===== config.mk =====
export PLATFORM = sky130hd
export DESIGN_NAME = rvdec_top
export DESIGN_NICKNAME = d
export VERILOG_FILES = /design/src/source/rvdec_pkg.sv /design/src/source/rvdec_ctrl.sv /design/src/source/rvdec_imm_gen.sv /design/src/source/rvdec_mem_lane.sv /design/src/source/rvdec_stage_reg.sv /design/src/source/rvdec_top.sv /design/src/source/rvdec_trap_unit.sv
export SDC_FILE = /design/constraint.sdc
export NUM_CORES = 1
export LEC_CHECK = 0
export BUFFER_PORTS_ARGS = -buffer_cell sky130_fd_sc_hd__buf_2
export CAP_MARGIN = 20
export CORE_AREA = 10 10 177 179
export CTS_BUF_LIST = sky130_fd_sc_hd__clkbuf_8
export DETAILED_ROUTE_END_ITERATION = 10
export DIE_AREA = 0 0 187 189
export PLACE_DENSITY_LB_ADDON = 0.25
export RECOVER_POWER = 25
export SKIP_CTS_REPAIR_TIMING = 1
export SLEW_MARGIN = 40
export SYNTH_ARGS = -nofsm -noshare
export SYNTH_HDL_FRONTEND = slang
export SYNTH_SLANG_ARGS = --single-unit

===== constraint.sdc =====
create_clock -name clk -period 1.18 [get_ports clk]
set_input_delay 0.236 -clock clk [delete_from_list [all_inputs] [get_ports clk]]
set_output_delay 0.236 -clock clk [all_outputs]
set_load 0.02 [all_outputs]

===== src/source/rvdec_pkg.sv =====
`default_nettype none

package rvdec_pkg;

    parameter int XLEN       = 64; // data and immediate width
    parameter int INST_W     = 32;
    parameter int REG_ADDR_W = 5;
    parameter int CSR_ADDR_W = 12;
    parameter int MASK_W     = 8;  // one bit per store byte

    typedef enum logic [6:0] {
        opc_op        = 7'b0110011,
        opc_op_imm    = 7'b0010011,
        opc_op_32     = 7'b0111011,
        opc_op_imm_32 = 7'b0011011,
        opc_load      = 7'b0000011,
        opc_store     = 7'b0100011,
        opc_jal       = 7'b1101111,
        opc_jalr      = 7'b1100111,
        opc_lui       = 7'b0110111,
        opc_auipc     = 7'b0010111,
        opc_branch    = 7'b1100011,
        opc_system    = 7'b1110011
    } opcode_e;

    typedef enum logic [4:0] {
        alu_add   = 5'd0,
        alu_sub   = 5'd1,
        alu_and   = 5'd2,
        alu_or    = 5'd3,
        alu_xor   = 5'd4,
        alu_sll   = 5'd5,
        alu_srl   = 5'd6,
        alu_sra   = 5'd7,
        alu_slt   = 5'd8,
        alu_sltu  = 5'd9,
        alu_mul   = 5'd10,
        alu_div   = 5'd11,
        alu_divu  = 5'd12,
        alu_rem   = 5'd13,
        alu_remu  = 5'd14,
        alu_beq   = 5'd15, // branch compares
        alu_bne   = 5'd16,
        alu_blt   = 5'd17,
        alu_bge   = 5'd18,
        alu_bltu  = 5'd19,
        alu_bgeu  = 5'd20,
        alu_csrrw = 5'd21
    } alu_op_e;

    typedef enum logic [2:0] {
        src_reg      = 3'd0, // rs1 op rs2
        src_imm      = 3'd1, // rs1 op imm
        src_pc_plus4 = 3'd2, // link value
        src_imm_pc   = 3'd3, // pc + imm
        src_csr      = 3'd4
    } alu_src_e;

    typedef enum logic [2:0] {
        imm_none  = 3'd0,
        imm_i     = 3'd1,
        imm_s     = 3'd2,
        imm_b     = 3'd3,
        imm_u     = 3'd4,
        imm_j     = 3'd5,
        imm_shamt = 3'd6
    } imm_kind_e;

    typedef enum logic [1:0] {
        mem_none  = 2'd0,
        mem_load  = 2'd1,
        mem_store = 2'd2
    } mem_kind_e;

    typedef enum logic [1:0] {
        sys_none   = 2'd0,
        sys_ecall  = 2'd1,
        sys_mret   = 2'd2,
        sys_ebreak = 2'd3
    } sys_kind_e;

    typedef struct packed {
        logic [REG_ADDR_W-1:0] rs1;
        logic [REG_ADDR_W-1:0] rs2;
        logic [REG_ADDR_W-1:0] rd;
        logic                  reg_wen;
        alu_op_e               alu_op;
        alu_src_e              alu_src;
        logic                  word_op; // 32-bit result, sign-extended
        logic                  is_mul;
        logic                  is_div;
        logic                  branch;
        logic                  jump;
        logic                  jalr;
        logic [CSR_ADDR_W-1:0] csr_addr;
        logic                  illegal;
    } dec_ctrl_t;

    typedef struct packed {
        dec_ctrl_t         ctrl;
        logic [XLEN-1:0]   imm;
        logic [MASK_W-1:0] wmask;
        logic [1:0]        load_size;   // 0 byte .. 3 double
        logic              load_signed;
        logic              redirect;
        logic [XLEN-1:0]   redirect_pc;
        logic [XLEN-1:0]   pc;          // pc of the decoded instruction
    } dec_out_t;

endpackage

`default_nettype wire


===== src/source/rvdec_ctrl.sv =====
`timescale 1ns/1ps
`default_nettype none

module rvdec_ctrl (
    input  logic [rvdec_pkg::INST_W-1:0] inst,
    output rvdec_pkg::dec_ctrl_t         ctrl,
    output rvdec_pkg::imm_kind_e         imm_kind,
    output rvdec_pkg::mem_kind_e         mem_kind,
    output rvdec_pkg::sys_kind_e         sys_kind
);
    import rvdec_pkg::*;

    opcode_e               opcode;
    logic [2:0]            funct3;
    logic [6:0]            funct7;
    logic [REG_ADDR_W-1:0] rs1;
    logic [REG_ADDR_W-1:0] rs2;
    logic [REG_ADDR_W-1:0] rd;

    assign opcode = opcode_e'(inst[6:0]);
    assign funct3 = inst[14:12];
    assign funct7 = inst[31:25];
    assign rs1    = inst[19:15];
    assign rs2    = inst[24:20];
    assign rd     = inst[11:7];

    always_comb begin
        ctrl     = '0;
        imm_kind = imm_none;
        mem_kind = mem_none;
        sys_kind = sys_none;
        case (opcode)
            opc_op, opc_op_32: begin
                ctrl.rs1     = rs1;
                ctrl.rs2     = rs2;
                ctrl.rd      = rd;
                ctrl.reg_wen = 1'b1;
                ctrl.alu_src = src_reg;
                ctrl.word_op = (opcode == opc_op_32);
                case ({funct7, funct3})
                    10'b0000000_000: ctrl.alu_op = alu_add;
                    10'b0100000_000: ctrl.alu_op = alu_sub;
                    10'b0000000_001: ctrl.alu_op = alu_sll;
                    10'b0000000_010: ctrl.alu_op = alu_slt;
                    10'b0000000_011: ctrl.alu_op = alu_sltu;
                    10'b0000000_100: ctrl.alu_op = alu_xor;
                    10'b0000000_101: ctrl.alu_op = alu_srl;
                    10'b0100000_101: ctrl.alu_op = alu_sra;
                    10'b0000000_110: ctrl.alu_op = alu_or;
                    10'b0000000_111: ctrl.alu_op = alu_and;
                    10'b0000001_000: ctrl.alu_op = alu_mul;
                    10'b0000001_100: ctrl.alu_op = alu_div;
                    10'b0000001_101: ctrl.alu_op = alu_divu;
                    10'b0000001_110: ctrl.alu_op = alu_rem;
                    10'b0000001_111: ctrl.alu_op = alu_remu;
                    default:         ctrl.illegal = 1'b1; // incl. mulh variants
                endcase
                ctrl.is_mul = (funct7 == 7'b0000001) && (funct3 == 3'b000);
                ctrl.is_div = (funct7 == 7'b0000001) && funct3[2];
                // W forms have no compare or logic ops
                if (ctrl.word_op && funct7 == 7'b0000000 &&
                    !(funct3 inside {3'b000, 3'b001, 3'b101}))
                    ctrl.illegal = 1'b1;
            end
            opc_op_imm, opc_op_imm_32: begin
                ctrl.rs1     = rs1;
                ctrl.rd      = rd;
                ctrl.reg_wen = 1'b1;
                ctrl.alu_src = src_imm;
                ctrl.word_op = (opcode == opc_op_imm_32);
                imm_kind     = imm_i;
                case (funct3)
                    3'b000: ctrl.alu_op = alu_add;
                    3'b010: ctrl.alu_op = alu_slt;
                    3'b011: ctrl.alu_op = alu_sltu;
                    3'b100: ctrl.alu_op = alu_xor;
                    3'b110: ctrl.alu_op = alu_or;
                    3'b111: ctrl.alu_op = alu_and;
                    3'b001: begin
                        ctrl.alu_op  = alu_sll;
                        imm_kind     = imm_shamt;
                        ctrl.illegal = (inst[31:26] != 6'b000000);
                    end
                    default: begin // 3'b101
                        imm_kind = imm_shamt;
                        case (inst[31:26])
                            6'b000000: ctrl.alu_op = alu_srl;
                            6'b010000: ctrl.alu_op = alu_sra;
                            default:   ctrl.illegal = 1'b1;
                        endcase
                    end
                endcase
                if (ctrl.word_op && !(funct3 inside {3'b000, 3'b001, 3'b101}))
                    ctrl.illegal = 1'b1;
                if (ctrl.word_op && funct3[0] && inst[25])
                    ctrl.illegal = 1'b1; // shamt[5] reserved for W shifts
            end
            opc_load: begin
                ctrl.rs1     = rs1;
                ctrl.rd      = rd;
                ctrl.reg_wen = 1'b1;
                ctrl.alu_src = src_imm;  // address = rs1 + imm
                imm_kind     = imm_i;
                mem_kind     = mem_load;
                ctrl.illegal = (funct3 == 3'b111);
            end
            opc_store: begin
                ctrl.rs1     = rs1;
                ctrl.rs2     = rs2;
                ctrl.alu_src = src_imm;
                imm_kind     = imm_s;
                mem_kind     = mem_store;
                ctrl.illegal = funct3[2];
            end
            opc_branch: begin
                ctrl.rs1     = rs1;
                ctrl.rs2     = rs2;
                ctrl.alu_src = src_reg;
                ctrl.branch  = 1'b1;
                imm_kind     = imm_b;
                case (funct3)
                    3'b000:  ctrl.alu_op = alu_beq;
                    3'b001:  ctrl.alu_op = alu_bne;
                    3'b100:  ctrl.alu_op = alu_blt;
                    3'b101:  ctrl.alu_op = alu_bge;
                    3'b110:  ctrl.alu_op = alu_bltu;
                    3'b111:  ctrl.alu_op = alu_bgeu;
                    default: ctrl.illegal = 1'b1;
                endcase
            end
            opc_jal: begin
                ctrl.rd      = rd;
                ctrl.reg_wen = 1'b1;
                ctrl.jump    = 1'b1;
                ctrl.alu_src = src_pc_plus4;
                imm_kind     = imm_j;
            end
            opc_jalr: begin
                ctrl.rs1     = rs1;
                ctrl.rd      = rd;
                ctrl.reg_wen = 1'b1;
                ctrl.jump    = 1'b1;
                ctrl.jalr    = 1'b1;
                ctrl.alu_src = src_pc_plus4;
                imm_kind     = imm_i;
                ctrl.illegal = (funct3 != 3'b000);
            end
            opc_lui: begin
                ctrl.rd      = rd;
                ctrl.reg_wen = 1'b1;
                ctrl.alu_src = src_imm; // x0 + imm
                imm_kind     = imm_u;
            end
            opc_auipc: begin
                ctrl.rd      = rd;
                ctrl.reg_wen = 1'b1;
                ctrl.alu_src = src_imm_pc;
                imm_kind     = imm_u;
            end
            opc_system: begin
                if (funct3 == 3'b001) begin // csrrw
                    ctrl.rs1      = rs1;
                    ctrl.rd       = rd;
                    ctrl.reg_wen  = 1'b1;
                    ctrl.alu_op   = alu_csrrw;
                    ctrl.alu_src  = src_csr;
                    ctrl.csr_addr = inst[31:20];
                end else if (inst == 32'h0000_0073) begin
                    sys_kind = sys_ecall;
                end else if (inst == 32'h3020_0073) begin
                    sys_kind = sys_mret;
                end else if (inst == 32'h0010_0073) begin
                    sys_kind = sys_ebreak;
                end else begin
                    ctrl.illegal = 1'b1;
                end
            end
            default: ctrl.illegal = 1'b1;
        endcase
        // an unknown encoding must not write, branch or trap
        if (ctrl.illegal) begin
            ctrl         = '0;
            ctrl.illegal = 1'b1;
            imm_kind     = imm_none;
            mem_kind     = mem_none;
            sys_kind     = sys_none;
        end
    end

endmodule

`default_nettype wire


===== src/source/rvdec_imm_gen.sv =====
`timescale 1ns/1ps
`default_nettype none

module rvdec_imm_gen #(
    parameter int XLEN_P = rvdec_pkg::XLEN
) (
    input  logic [rvdec_pkg::INST_W-1:0] inst,
    input  rvdec_pkg::imm_kind_e         imm_kind,
    output logic [XLEN_P-1:0]            imm
);
    import rvdec_pkg::*;

    logic signed [11:0] i_field;
    logic signed [11:0] s_field;
    logic signed [12:0] b_field;
    logic signed [31:0] u_field;
    logic signed [20:0] j_field;

    assign i_field = inst[31:20];
    assign s_field = {inst[31:25], inst[11:7]};
    assign b_field = {inst[31], inst[7], inst[30:25], inst[11:8], 1'b0};
    assign u_field = {inst[31:12], 12'b0};
    assign j_field = {inst[31], inst[19:12], inst[20], inst[30:21], 1'b0};

    // signed fields sign-extend on the size cast
    always_comb begin
        case (imm_kind)
            imm_i:     imm = XLEN_P'(i_field);
            imm_s:     imm = XLEN_P'(s_field);
            imm_b:     imm = XLEN_P'(b_field);
            imm_u:     imm = XLEN_P'(u_field);
            imm_j:     imm = XLEN_P'(j_field);
            imm_shamt: imm = XLEN_P'(inst[25:20]); // zero-extended
            default:   imm = '0;
        endcase
    end

endmodule

`default_nettype wire


===== src/source/rvdec_mem_lane.sv =====
`timescale 1ns/1ps
`default_nettype none

module rvdec_mem_lane (
    input  logic [rvdec_pkg::INST_W-1:0] inst,
    input  rvdec_pkg::mem_kind_e         mem_kind,
    output logic [rvdec_pkg::MASK_W-1:0] wmask,
    output logic [1:0]                   load_size,
    output logic                         load_signed
);
    import rvdec_pkg::*;

    logic [2:0] funct3;

    assign funct3 = inst[14:12];

    always_comb begin
        wmask       = '0;
        load_size   = 2'd0;
        load_signed = 1'b0;
        case (mem_kind)
            mem_store: begin
                case (funct3[1:0])
                    2'd0:    wmask = MASK_W'(8'h01); // sb
                    2'd1:    wmask = MASK_W'(8'h03); // sh
                    2'd2:    wmask = MASK_W'(8'h0f); // sw
                    default: wmask = MASK_W'(8'hff); // sd
                endcase
            end
            mem_load: begin
                load_size   = funct3[1:0];
                load_signed = !funct3[2];   // lbu, lhu, lwu
            end
            default: wmask = '0;
        endcase
    end

endmodule

`default_nettype wire


===== src/source/rvdec_stage_reg.sv =====
`timescale 1ns/1ps
`default_nettype none

module rvdec_stage_reg #(
    parameter type payload_t = logic
) (
    input  logic     clk,
    input  logic     arst_n,
    input  logic     in_valid,
    input  payload_t in_data,
    output logic     out_valid,
    output payload_t out_data
);

    always_ff @(posedge clk or negedge arst_n) begin
        if (!arst_n) begin
            out_valid <= 1'b0;
        end else begin
            out_valid <= in_valid; // single-cycle pulse
        end
    end

    always_ff @(posedge clk or negedge arst_n) begin
        if (!arst_n) begin
            out_data <= '0;
        end else if (in_valid) begin
            out_data <= in_data;
        end
    end

endmodule

`default_nettype wire


===== src/source/rvdec_top.sv =====
`timescale 1ns/1ps
`default_nettype none

module rvdec_top #(
    parameter int XLEN_P = rvdec_pkg::XLEN
) (
    input  logic                         clk,
    input  logic                         arst_n,
    input  logic                         in_valid,
    input  logic [rvdec_pkg::INST_W-1:0] inst,
    input  logic [XLEN_P-1:0]            pc,
    input  logic [XLEN_P-1:0]            mepc,
    input  logic [XLEN_P-1:0]            mtvec,
    output logic                         out_valid,
    output rvdec_pkg::dec_out_t          dec,
    output logic                         halted
);
    import rvdec_pkg::*;

    dec_ctrl_t         ctrl;
    imm_kind_e         imm_kind;
    mem_kind_e         mem_kind;
    sys_kind_e         sys_kind;
    logic [XLEN_P-1:0] imm;
    logic [MASK_W-1:0] wmask;
    logic [1:0]        load_size;
    logic              load_signed;
    logic              redirect;
    logic [XLEN_P-1:0] redirect_pc;
    dec_out_t          dec_d;

    rvdec_ctrl rvdec_ctrl_inst (
        .inst     (inst),
        .ctrl     (ctrl),
        .imm_kind (imm_kind),
        .mem_kind (mem_kind),
        .sys_kind (sys_kind)
    );

    rvdec_imm_gen #(.XLEN_P(XLEN_P)) rvdec_imm_gen_inst (
        .inst     (inst),
        .imm_kind (imm_kind),
        .imm      (imm)
    );

    rvdec_mem_lane rvdec_mem_lane_inst (
        .inst        (inst),
        .mem_kind    (mem_kind),
        .wmask       (wmask),
        .load_size   (load_size),
        .load_signed (load_signed)
    );

    rvdec_trap_unit #(.XLEN_P(XLEN_P)) rvdec_trap_unit_inst (
        .clk         (clk),
        .arst_n      (arst_n),
        .valid       (in_valid),
        .sys_kind    (sys_kind),
        .mepc        (mepc),
        .mtvec       (mtvec),
        .redirect    (redirect),
        .redirect_pc (redirect_pc),
        .halted      (halted)
    );

    assign dec_d = '{
        ctrl:        ctrl,
        imm:         imm,
        wmask:       wmask,
        load_size:   load_size,
        load_signed: load_signed,
        redirect:    redirect,
        redirect_pc: redirect_pc,
        pc:          pc
    };

    rvdec_stage_reg #(.payload_t(dec_out_t)) rvdec_stage_reg_inst (
        .clk       (clk),
        .arst_n    (arst_n),
        .in_valid  (in_valid),
        .in_data   (dec_d),
        .out_valid (out_valid),
        .out_data  (dec)
    );

endmodule

`default_nettype wire


===== src/source/rvdec_trap_unit.sv =====
`timescale 1ns/1ps
`default_nettype none

module rvdec_trap_unit #(
    parameter int XLEN_P = rvdec_pkg::XLEN
) (
    input  logic                 clk,
    input  logic                 arst_n,
    input  logic                 valid,
    input  rvdec_pkg::sys_kind_e sys_kind,
    input  logic [XLEN_P-1:0]    mepc,
    input  logic [XLEN_P-1:0]    mtvec,
    output logic                 redirect,
    output logic [XLEN_P-1:0]    redirect_pc,
    output logic                 halted
);
    import rvdec_pkg::*;

    always_comb begin
        redirect    = 1'b0;
        redirect_pc = '0;
        case (sys_kind)
            sys_ecall: begin
                redirect    = 1'b1;
                redirect_pc = mtvec; // trap entry
            end
            sys_mret: begin
                redirect    = 1'b1;
                redirect_pc = mepc;  // return from trap
            end
            default: redirect = 1'b0;
        endcase
    end

    // sticky until reset
    always_ff @(posedge clk or negedge arst_n) begin
        if (!arst_n) begin
            halted <= 1'b0;
        end else if (valid && sys_kind == sys_ebreak) begin
            halted <= 1'b1;
        end
    end

endmodule

`default_nettype wire


==> summary.md, run 1 <==
| Metric | Value |
|---|---|
| Outcome | `finished, violations left` |
| Violated checks | `hold timing, setup timing` |
| Critical path start-end classification | `input pin to flop` |
| Register-to-Register Setup Slack | `0.19 ns` |
| Total overflow reported by the global router | `0` |
| CTS root buffer | `sky130_fd_sc_hd__clkbuf_8` |
| Tot GR Track Use | `22.1%` |
| Syn nets | `1082` |
| Antenna violations before repair | `4` |
| Largest incremental delay on the critical path | `0.57 ns` |
| Post-synthesis share of cell area spent on full adders, half adders and majority gates | `0.488%` |
| XOR/XNOR Fraction of Synth Area | `0%` |
| TritonCTS Buffers | `39` |
| 1st-iter DRT viols | `658` |
| Main synth FF type | `sky130_fd_sc_hd__dfrtp_1` |
| Initial cell density of the core | `35.2%` |
| Leak | `9.26 nW` |
| Worst min-delay path endpoint | `rvdec_stage_reg_inst.out_data[83]$_DFFE_PN0P_` |
| Peak supply drop | `0.845 mV` |
| TritonCTS clock tree | `built` |
| HP Start | `mtvec[19]` |
| Transition at the pin with the smallest max-transition slack | `0.723 ns` |
| Worst reg2reg path depth | `2` |
| Worst hold path depth | `3` |
| Worst min-delay path class | `input pin to flop` |
| Wire length of the first global-routing pass | `61.6 mm` |
| Largest clock skew in the final design | `0 ns` |
| Data required, critical path | `1.59 ns` |
| Fin nets | `1898` |
| Detailed-route DRC error count | `0` |
| Global placer's final weighted congestion | `0.907` |
| Post-synthesis cell count | `852` |
| H-tree levels | `2` |
| Largest net degree at the start of global routing | `42` |
| Share of the clock period used by the worst path | `166%` |
| Post-synth cell types | `63` |
| Count of final hold-check violations | `1` |
| Kind of cell with the highest combined delay on the critical path | `simple AND/OR/NAND/NOR gates` |
| Library cell contributing the largest single delay on the critical path | `sky130_fd_sc_hd__or4_4` |
| Normalized max-slew margin | `50.5%` |
| Final setup vio count | `383` |
| Final setup slack of the worst path | `-0.784 ns` |
| Buf+Inv Stages, Crit Path | `3` |
| Vias post-DR | `10.8k` |
| Simple-Gate Fraction of Synth Area | `8.97%` |
| DR pass1 iterations | `5` |
| Antenna Violating Nets Remaining | `0` |
| Number of fill cells in the layout | `1847` |
| Total core area | `0.0276 mm2` |
| Buffers on Ports | `475` |
| Signed area change from the synthesized netlist to the final layout | `103%` |
| Number of global-route vias before repair | `10.2k` |
| Overall die area | `0.0353 mm2` |
| Sequence of cells on the critical path | `buf_6 -> or4_4 -> nor4_4 -> nand2_2 -> ha_4 -> clkbuf_16 -> buf_4 -> a22oi_2 -> o2bb2ai_4` |
| Number of flops mapped to enable cells by yosys | `0` |
| Total wirelength of the detailed-routed design | `50.8 mm` |
| Fraction of layout instances using a drive strength above 1 | `66.1%` |
| Routed vias/inst | `5.21` |
| Maximum buffer depth of the clock tree | `3` |
| Fraction of synthesized area in multiplexers | `7.52%` |
| Crit-path max FO | `5` |
| Synthesis warning total | `0` |
| Total placed cells including tap cells | `1770` |
| Main combinational cell family by area after synthesis | `compound AO/OA/AOI/OAI gates` |
| Clock latency reported for the late side of the worst-skew pair | `0.53 ns` |
| Period minus WS final | `1.96 ns` |
| HPWL after detailed placement | `32.5 mm` |
| # clock sinks | `213` |
| Synthesized-area fraction occupied by ao, oa, aoi and oai cells | `22.2%` |
| Number of synthesized register bits | `213` |
| Sequential cell area | `0.00534 mm2` |
| Average size of a mapped cell | `11.4 um2` |
| # rows | `61` |
| Final Max Slew Viols | `0` |
| I/O pin count | `476` |
| Startpoint of the most critical register-to-register path | `rvdec_stage_reg_inst.out_data[202]$_DFFE_PN0P_` |
| Footprint of the multi-input gates | `0.00529 mm2` |
| Proportion of synthesized flip-flops having asynchronous set or reset | `100%` |
| Arrival @ worst endpoint | `2.37 ns` |
| Power per unit of standard cell area | `918 mW/mm2` |
| Kind of end point of the critical path | `flop` |
| Max Clock Freq | `509 MHz` |
| FF-to-FF End | `rvdec_stage_reg_inst.out_data[202]$_DFFE_PN0P_` |
| Number of maximum-capacitance violations | `0` |
| Leading cell types in the layout, fill and taps excluded | `sky130_fd_sc_hd__buf_6, sky130_fd_sc_hd__buf_4, sky130_fd_sc_hd__buf_2` |
| Post-synth design cell area | `0.00974 mm2` |
| Clock-pin slew on the worst setup and hold paths | `0.06 ns` |
| WHS | `-0.00538 ns` |
| Final standard cell count with taps included and fillers excluded | `2067` |
| RSZ-0062 raised after global routing | `yes` |
| Core utilization of the finished layout | `71.4%` |
| Die X-Extent | `187 um` |
| Sequential element share of the synthesized area | `54.7%` |
| Startpoint Class | `input pin` |
| Routed wirelength normalized by instance count | `24.6 um` |
| Floorplan die height | `189 um` |
| Most common cell after layout, fill and taps aside | `sky130_fd_sc_hd__buf_6` |
area by class of cell:
cell class                      instances  area share (%)
Tap cell                              378            2.40
Clock buffer                           48            3.35
Sequential cell                       213            27.1
Timing Repair Buffer                  881            39.7
Multi-Input combinational cell        520            26.8
Inverter                               13           0.273
Antenna cell                            1          0.0127
Clock inverter                         13           0.431
tightest hold or removal path: cells and delay by family:
family / cells / cell delay, ns
compound gates: 2 / 0.17
buf+inv: 1 / 0.09
metrics by stage:
step,hold slack (ns),power [mW],setup WS (ns),instance area [um2],setup TNS (ns)
after floorplan,-0.0596,8.82,-0.960,10500,-113.41
after global placement,0.147,10.2,-1.32,14200,-175.40
after detailed placement,0.153,10.2,-1.38,14200,-178.18
after CTS,-0.424,17.3,-0.814,14900,-143.65
after global routing,-0.00857,18.8,-0.829,19700,-143.94
final,-0.00538,18.1,-0.784,19700,-127.43
how the worst max path moves through the flow:
stage | startpoint | to | slack, ns | cells past startpoint
final | inst[19] | rvdec_stage_reg_inst.out_data[112]$_DFFE_PN0P_ | -0.78 | 9
after global routing | inst[19] | rvdec_stage_reg_inst.out_data[81]$_DFFE_PN0P_ | -0.83 | 8
after CTS | inst[8] | rvdec_stage_reg_inst.out_data[117]$_DFFE_PN0P_ | -0.81 | 12
after detailed placement | inst[8] | rvdec_stage_reg_inst.out_data[117]$_DFFE_PN0P_ | -1.38 | 12
after global placement | inst[8] | rvdec_stage_reg_inst.out_data[92]$_DFFE_PN0P_ | -1.32 | 12
after floorplan | inst[3] | rvdec_stage_reg_inst.out_data[86]$_DFFE_PN0P_ | -0.96 | 10
Yosys cell counts, types with 4 or more instances:
master / count / area share [%]
sky130_fd_sc_hd__dfrtp_1: 213 / 55
sky130_fd_sc_hd__o2bb2ai_1: 100 / 9.0
sky130_fd_sc_hd__nand2_1: 69 / 2.7
sky130_fd_sc_hd__a22oi_1: 65 / 5.0
sky130_fd_sc_hd__mux2_2: 65 / 7.5
sky130_fd_sc_hd__clkbuf_1: 53 / 2.0
sky130_fd_sc_hd__buf_4: 36 / 2.8
sky130_fd_sc_hd__nor2_1: 35 / 1.3
sky130_fd_sc_hd__nor3_1: 24 / 1.2
sky130_fd_sc_hd__a21oi_1: 17 / 0.87
sky130_fd_sc_hd__a21o_1: 15 / 1.2
sky130_fd_sc_hd__a22o_1: 13 / 1.2
sky130_fd_sc_hd__a31oi_1: 13 / 0.84
sky130_fd_sc_hd__buf_1: 13 / 0.50
sky130_fd_sc_hd__inv_1: 12 / 0.46
sky130_fd_sc_hd__o21ai_0: 11 / 0.57
sky130_fd_sc_hd__nand3_1: 8 / 0.41
sky130_fd_sc_hd__buf_2: 5 / 0.26
sky130_fd_sc_hd__and2_1: 4 / 0.26
sky130_fd_sc_hd__and4b_1: 4 / 0.41
sky130_fd_sc_hd__nand2b_1: 4 / 0.26
sky130_fd_sc_hd__nor4_1: 4 / 0.26
sky130_fd_sc_hd__o31ai_1: 4 / 0.31
state kept, by name (all words and copies together) (netlist names):
register                        cells
rvdec_stage_reg_inst.out_data     211
rvdec_stage_reg_inst.out_valid      1
rvdec_trap_unit_inst.halted         1
layer usage:
metal	track usage (%)	routed length (um)	share of wire, %
met4	6.61	1490	2.9
met1	24.5	18400	36
met3	9.76	4720	9.3
met5	0	28	0.055
met2	37.4	26100	51
power by group:
group          internal (mW)  total (mW)  switching (mW)  leakage (nW)
Sequential              7.57        7.78           0.208          2.80
Clock                   3.85        7.04            3.19         0.416
Combinational           1.65        3.30            1.64          6.04
cells by family after synthesis:
group / after synthesis
DFF: 213
muxes: 65
AOI/OAI and AO/OA: 274
and+or+nand+nor: 176
adders and majority gates: 4
buffers and inverters: 120
No activity file was read; power rests on OpenSTA's default activity.
==> run 2: changes to the inputs <==
Settings changed: CTS_BUF_LIST sky130_fd_sc_hd__clkbuf_8 to sky130_fd_sc_hd__clkbuf_4 sky130_fd_sc_hd__clkbuf_8, SKIP_LAST_GASP set to 1.
==> summary.md, run 2 (synthesis results as in run 1) <==
| Metric | Value |
|---|---|
| Arrival @ worst endpoint | `2.39 ns (+0.02 ns)` |
| Buf+Inv Stages, Crit Path | `2 (-1)` |
| Largest register FFs | `211 (unchanged)` |
| Wire length of the first global-routing pass | `61.7 mm (+0.15%)` |
| Final setup vio count | `382 (-0.26%)` |
| WHS | `-0.00673 ns (-0.00135 ns)` |
| Total placed cells including tap cells | `1770 (unchanged)` |
| Crit-path max FO | `8 (+3)` |
| Biggest registers after layout | `rvdec_stage_reg_inst.out_data x211, rvdec_stage_reg_inst.out_valid x1, rvdec_trap_unit_inst.halted x1` |
| Routed wirelength normalized by instance count | `24.3 um (-1.0%)` |
| Critical path start-end classification | `input pin to flop` |
| 1st-iter DRT viols | `604 (-8.2%)` |
| Die X-Extent | `187 um (unchanged)` |
| Clock-pin slew on the worst setup and hold paths | `0.06 ns (about the same)` |
| Max Clock Freq | `512 MHz (+0.60%)` |
| TritonCTS Buffers | `39 (unchanged)` |
| Count of final hold-check violations | `1 (unchanged)` |
| Period minus WS final | `1.95 ns (-0.0118 ns)` |
| H-tree levels | `2 (unchanged)` |
| DR pass1 iterations | `5 (unchanged)` |
| Antenna violations before repair | `5 (+1)` |
| Largest incremental delay on the critical path | `0.57 ns (about the same)` |
| Total overflow reported by the global router | `0 (unchanged)` |
| Floorplan die height | `189 um (unchanged)` |
| Post-placement worst setup slack | `-1.38 ns (unchanged)` |
| Total wirelength of the detailed-routed design | `50.2 mm (-1.0%)` |
| Routed vias/inst | `5.25 (+0.76%)` |
| Leak | `9.24 nW (-0.25%)` |
| Largest clock skew in the final design | `0 ns (unchanged)` |
| Leading cell types in the layout, fill and taps excluded | `sky130_fd_sc_hd__buf_6, sky130_fd_sc_hd__buf_4, sky130_fd_sc_hd__buf_2` |
| Buffers on Ports | `475 (unchanged)` |
| Final setup slack of the worst path | `-0.773 ns (+0.0118 ns)` |
| Number of maximum-capacitance violations | `0 (unchanged)` |
| Initial cell density of the core | `35.2% (unchanged)` |
| RSZ-0062 raised after global routing | `yes` |
| Power per unit of standard cell area | `932 mW/mm2 (+1.5%)` |
| # rows | `61 (unchanged)` |
| I/O pin count | `476 (unchanged)` |
| Normalized max-slew margin | `53.7% (+3.2 points)` |
| CTS root buffer | `sky130_fd_sc_hd__clkbuf_8` |
| Library cell contributing the largest single delay on the critical path | `sky130_fd_sc_hd__or4_4` |
| Detailed-route DRC error count | `0 (unchanged)` |
| Maximum buffer depth of the clock tree | `3 (unchanged)` |
| # clock sinks | `213 (unchanged)` |
| Signed area change from the synthesized netlist to the final layout | `102%` |
| Number of global-route vias before repair | `10.2k (+0.069%)` |
| Final Max Slew Viols | `0 (unchanged)` |
| Worst min-delay path class | `input pin to flop` |
| Transition at the pin with the smallest max-transition slack | `0.677 ns (-0.0466 ns)` |
| Overall die area | `0.0353 mm2 (unchanged)` |
| Total core area | `0.0276 mm2 (unchanged)` |
| Startpoint Class | `input pin` |
| TritonCTS clock tree | `built` |
| Sequence of cells on the critical path | `buf_6 -> or4_4 -> nor4_4 -> o211a_4 -> ha_4 -> nand2b_4 -> clkbuf_16 -> o2bb2ai_1` |
| Fin nets | `1897 (-0.053%)` |
| Kind of cell with the highest combined delay on the critical path | `simple AND/OR/NAND/NOR gates` |
| Tot GR Track Use | `22.1% (+0.032 points)` |
| Clock latency reported for the late side of the worst-skew pair | `0.53 ns (about the same)` |
| Kind of end point of the critical path | `flop` |
| Most common cell after layout, fill and taps aside | `sky130_fd_sc_hd__buf_6` |
| HPWL after detailed placement | `32.5 mm (unchanged)` |
| Antenna Violating Nets Remaining | `0 (unchanged)` |
| Largest net degree at the start of global routing | `42 (unchanged)` |
| Vias post-DR | `10.8k (+0.76%)` |
| Fraction of layout instances using a drive strength above 1 | `66.4% (+0.28 points)` |
| Global placer's final weighted congestion | `0.907 (unchanged)` |
| Peak supply drop | `0.819 mV (-3.0%)` |
| Data required, critical path | `1.62 ns (+0.03 ns)` |
| Outcome | `finished, violations left` |
| Violated checks | `hold timing, setup timing` |
| Register ranked first by flip-flop count | `rvdec_stage_reg_inst.out_data` |
| Share of the clock period used by the worst path | `165% (-1.0 points)` |
| Final standard cell count with taps included and fillers excluded | `2067 (unchanged)` |
[run 2: final cells by class]
cell class              instances  area [um2]
inverters                      13        53.8
flip-flops and latches        213        5340
repair buffers                880        7800
fillers                      1861        7940
multi-input cells             520        5230
diodes                          2        5.00
clock inverters                 4        51.3
well taps                     378         473
clock buffers                  57         728
[run 2: worst paths after layout]
path,startpoint,end,slack [ns],cells after the start
hold / removal,mtvec[45],rvdec_stage_reg_inst.out_data[109]$_DFFE_PN0P_,-0.007,3
min in group asynchronous,arst_n,rvdec_stage_reg_inst.out_data[64]$_DFFE_PN0P_,0.35,2
max in group asynchronous,arst_n,rvdec_stage_reg_inst.out_data[52]$_DFFE_PN0P_,0.06,3
setup reg to reg,rvdec_stage_reg_inst.out_data[202]$_DFFE_PN0P_,rvdec_stage_reg_inst.out_data[202]$_DFFE_PN0P_,0.19,2
setup / recovery,inst[19],rvdec_stage_reg_inst.out_data[81]$_DFFE_PN0P_,-0.77,8
hold reg to reg,rvdec_stage_reg_inst.out_data[84]$_DFFE_PN0P_,rvdec_stage_reg_inst.out_data[84]$_DFFE_PN0P_,0.51,1
[run 2: stage by stage]
stage / setup TNS, ns / total power [mW] / instance area [um2] / util (%)
2_1_floorplan: -113.41 / 8.82 / 10500 / -
3_3_place_gp: -175.40 / 10.2 / 14200 / 51.4
3_5_place_dp: -178.18 / 10.2 / 14200 / 51.4
4_1_cts: -143.69 / 17.5 / 15000 / 54.2
5_1_grt: -144.21 / 19.0 / 19700 / 71.3
6_report: -127.13 / 18.3 / 19700 / 71.3
[run 2: worst reg2reg max path, cell delays in order (launching register included)]
cell,delay (ns)
sky130_fd_sc_hd__dfrtp_4,0.49
sky130_fd_sc_hd__buf_8,0.16
sky130_fd_sc_hd__a22o_1,0.23
[run 2: layer usage]
layer / GRT usage, % / vias to the layer above / wire length, um
li1: - / 4819 / -
met1: 24.6 / 5351 / 17700
met2: 37.4 / 565 / 25700
met3: 9.76 / 107 / 5160
met4: 6.61 / 6 / 1650
met5: 0 / - / 28
[run 2: power by group]
part	switching, mW	internal (mW)
combinational	1.63	1.65
clock	3.16	4.13
sequential	0.205	7.57
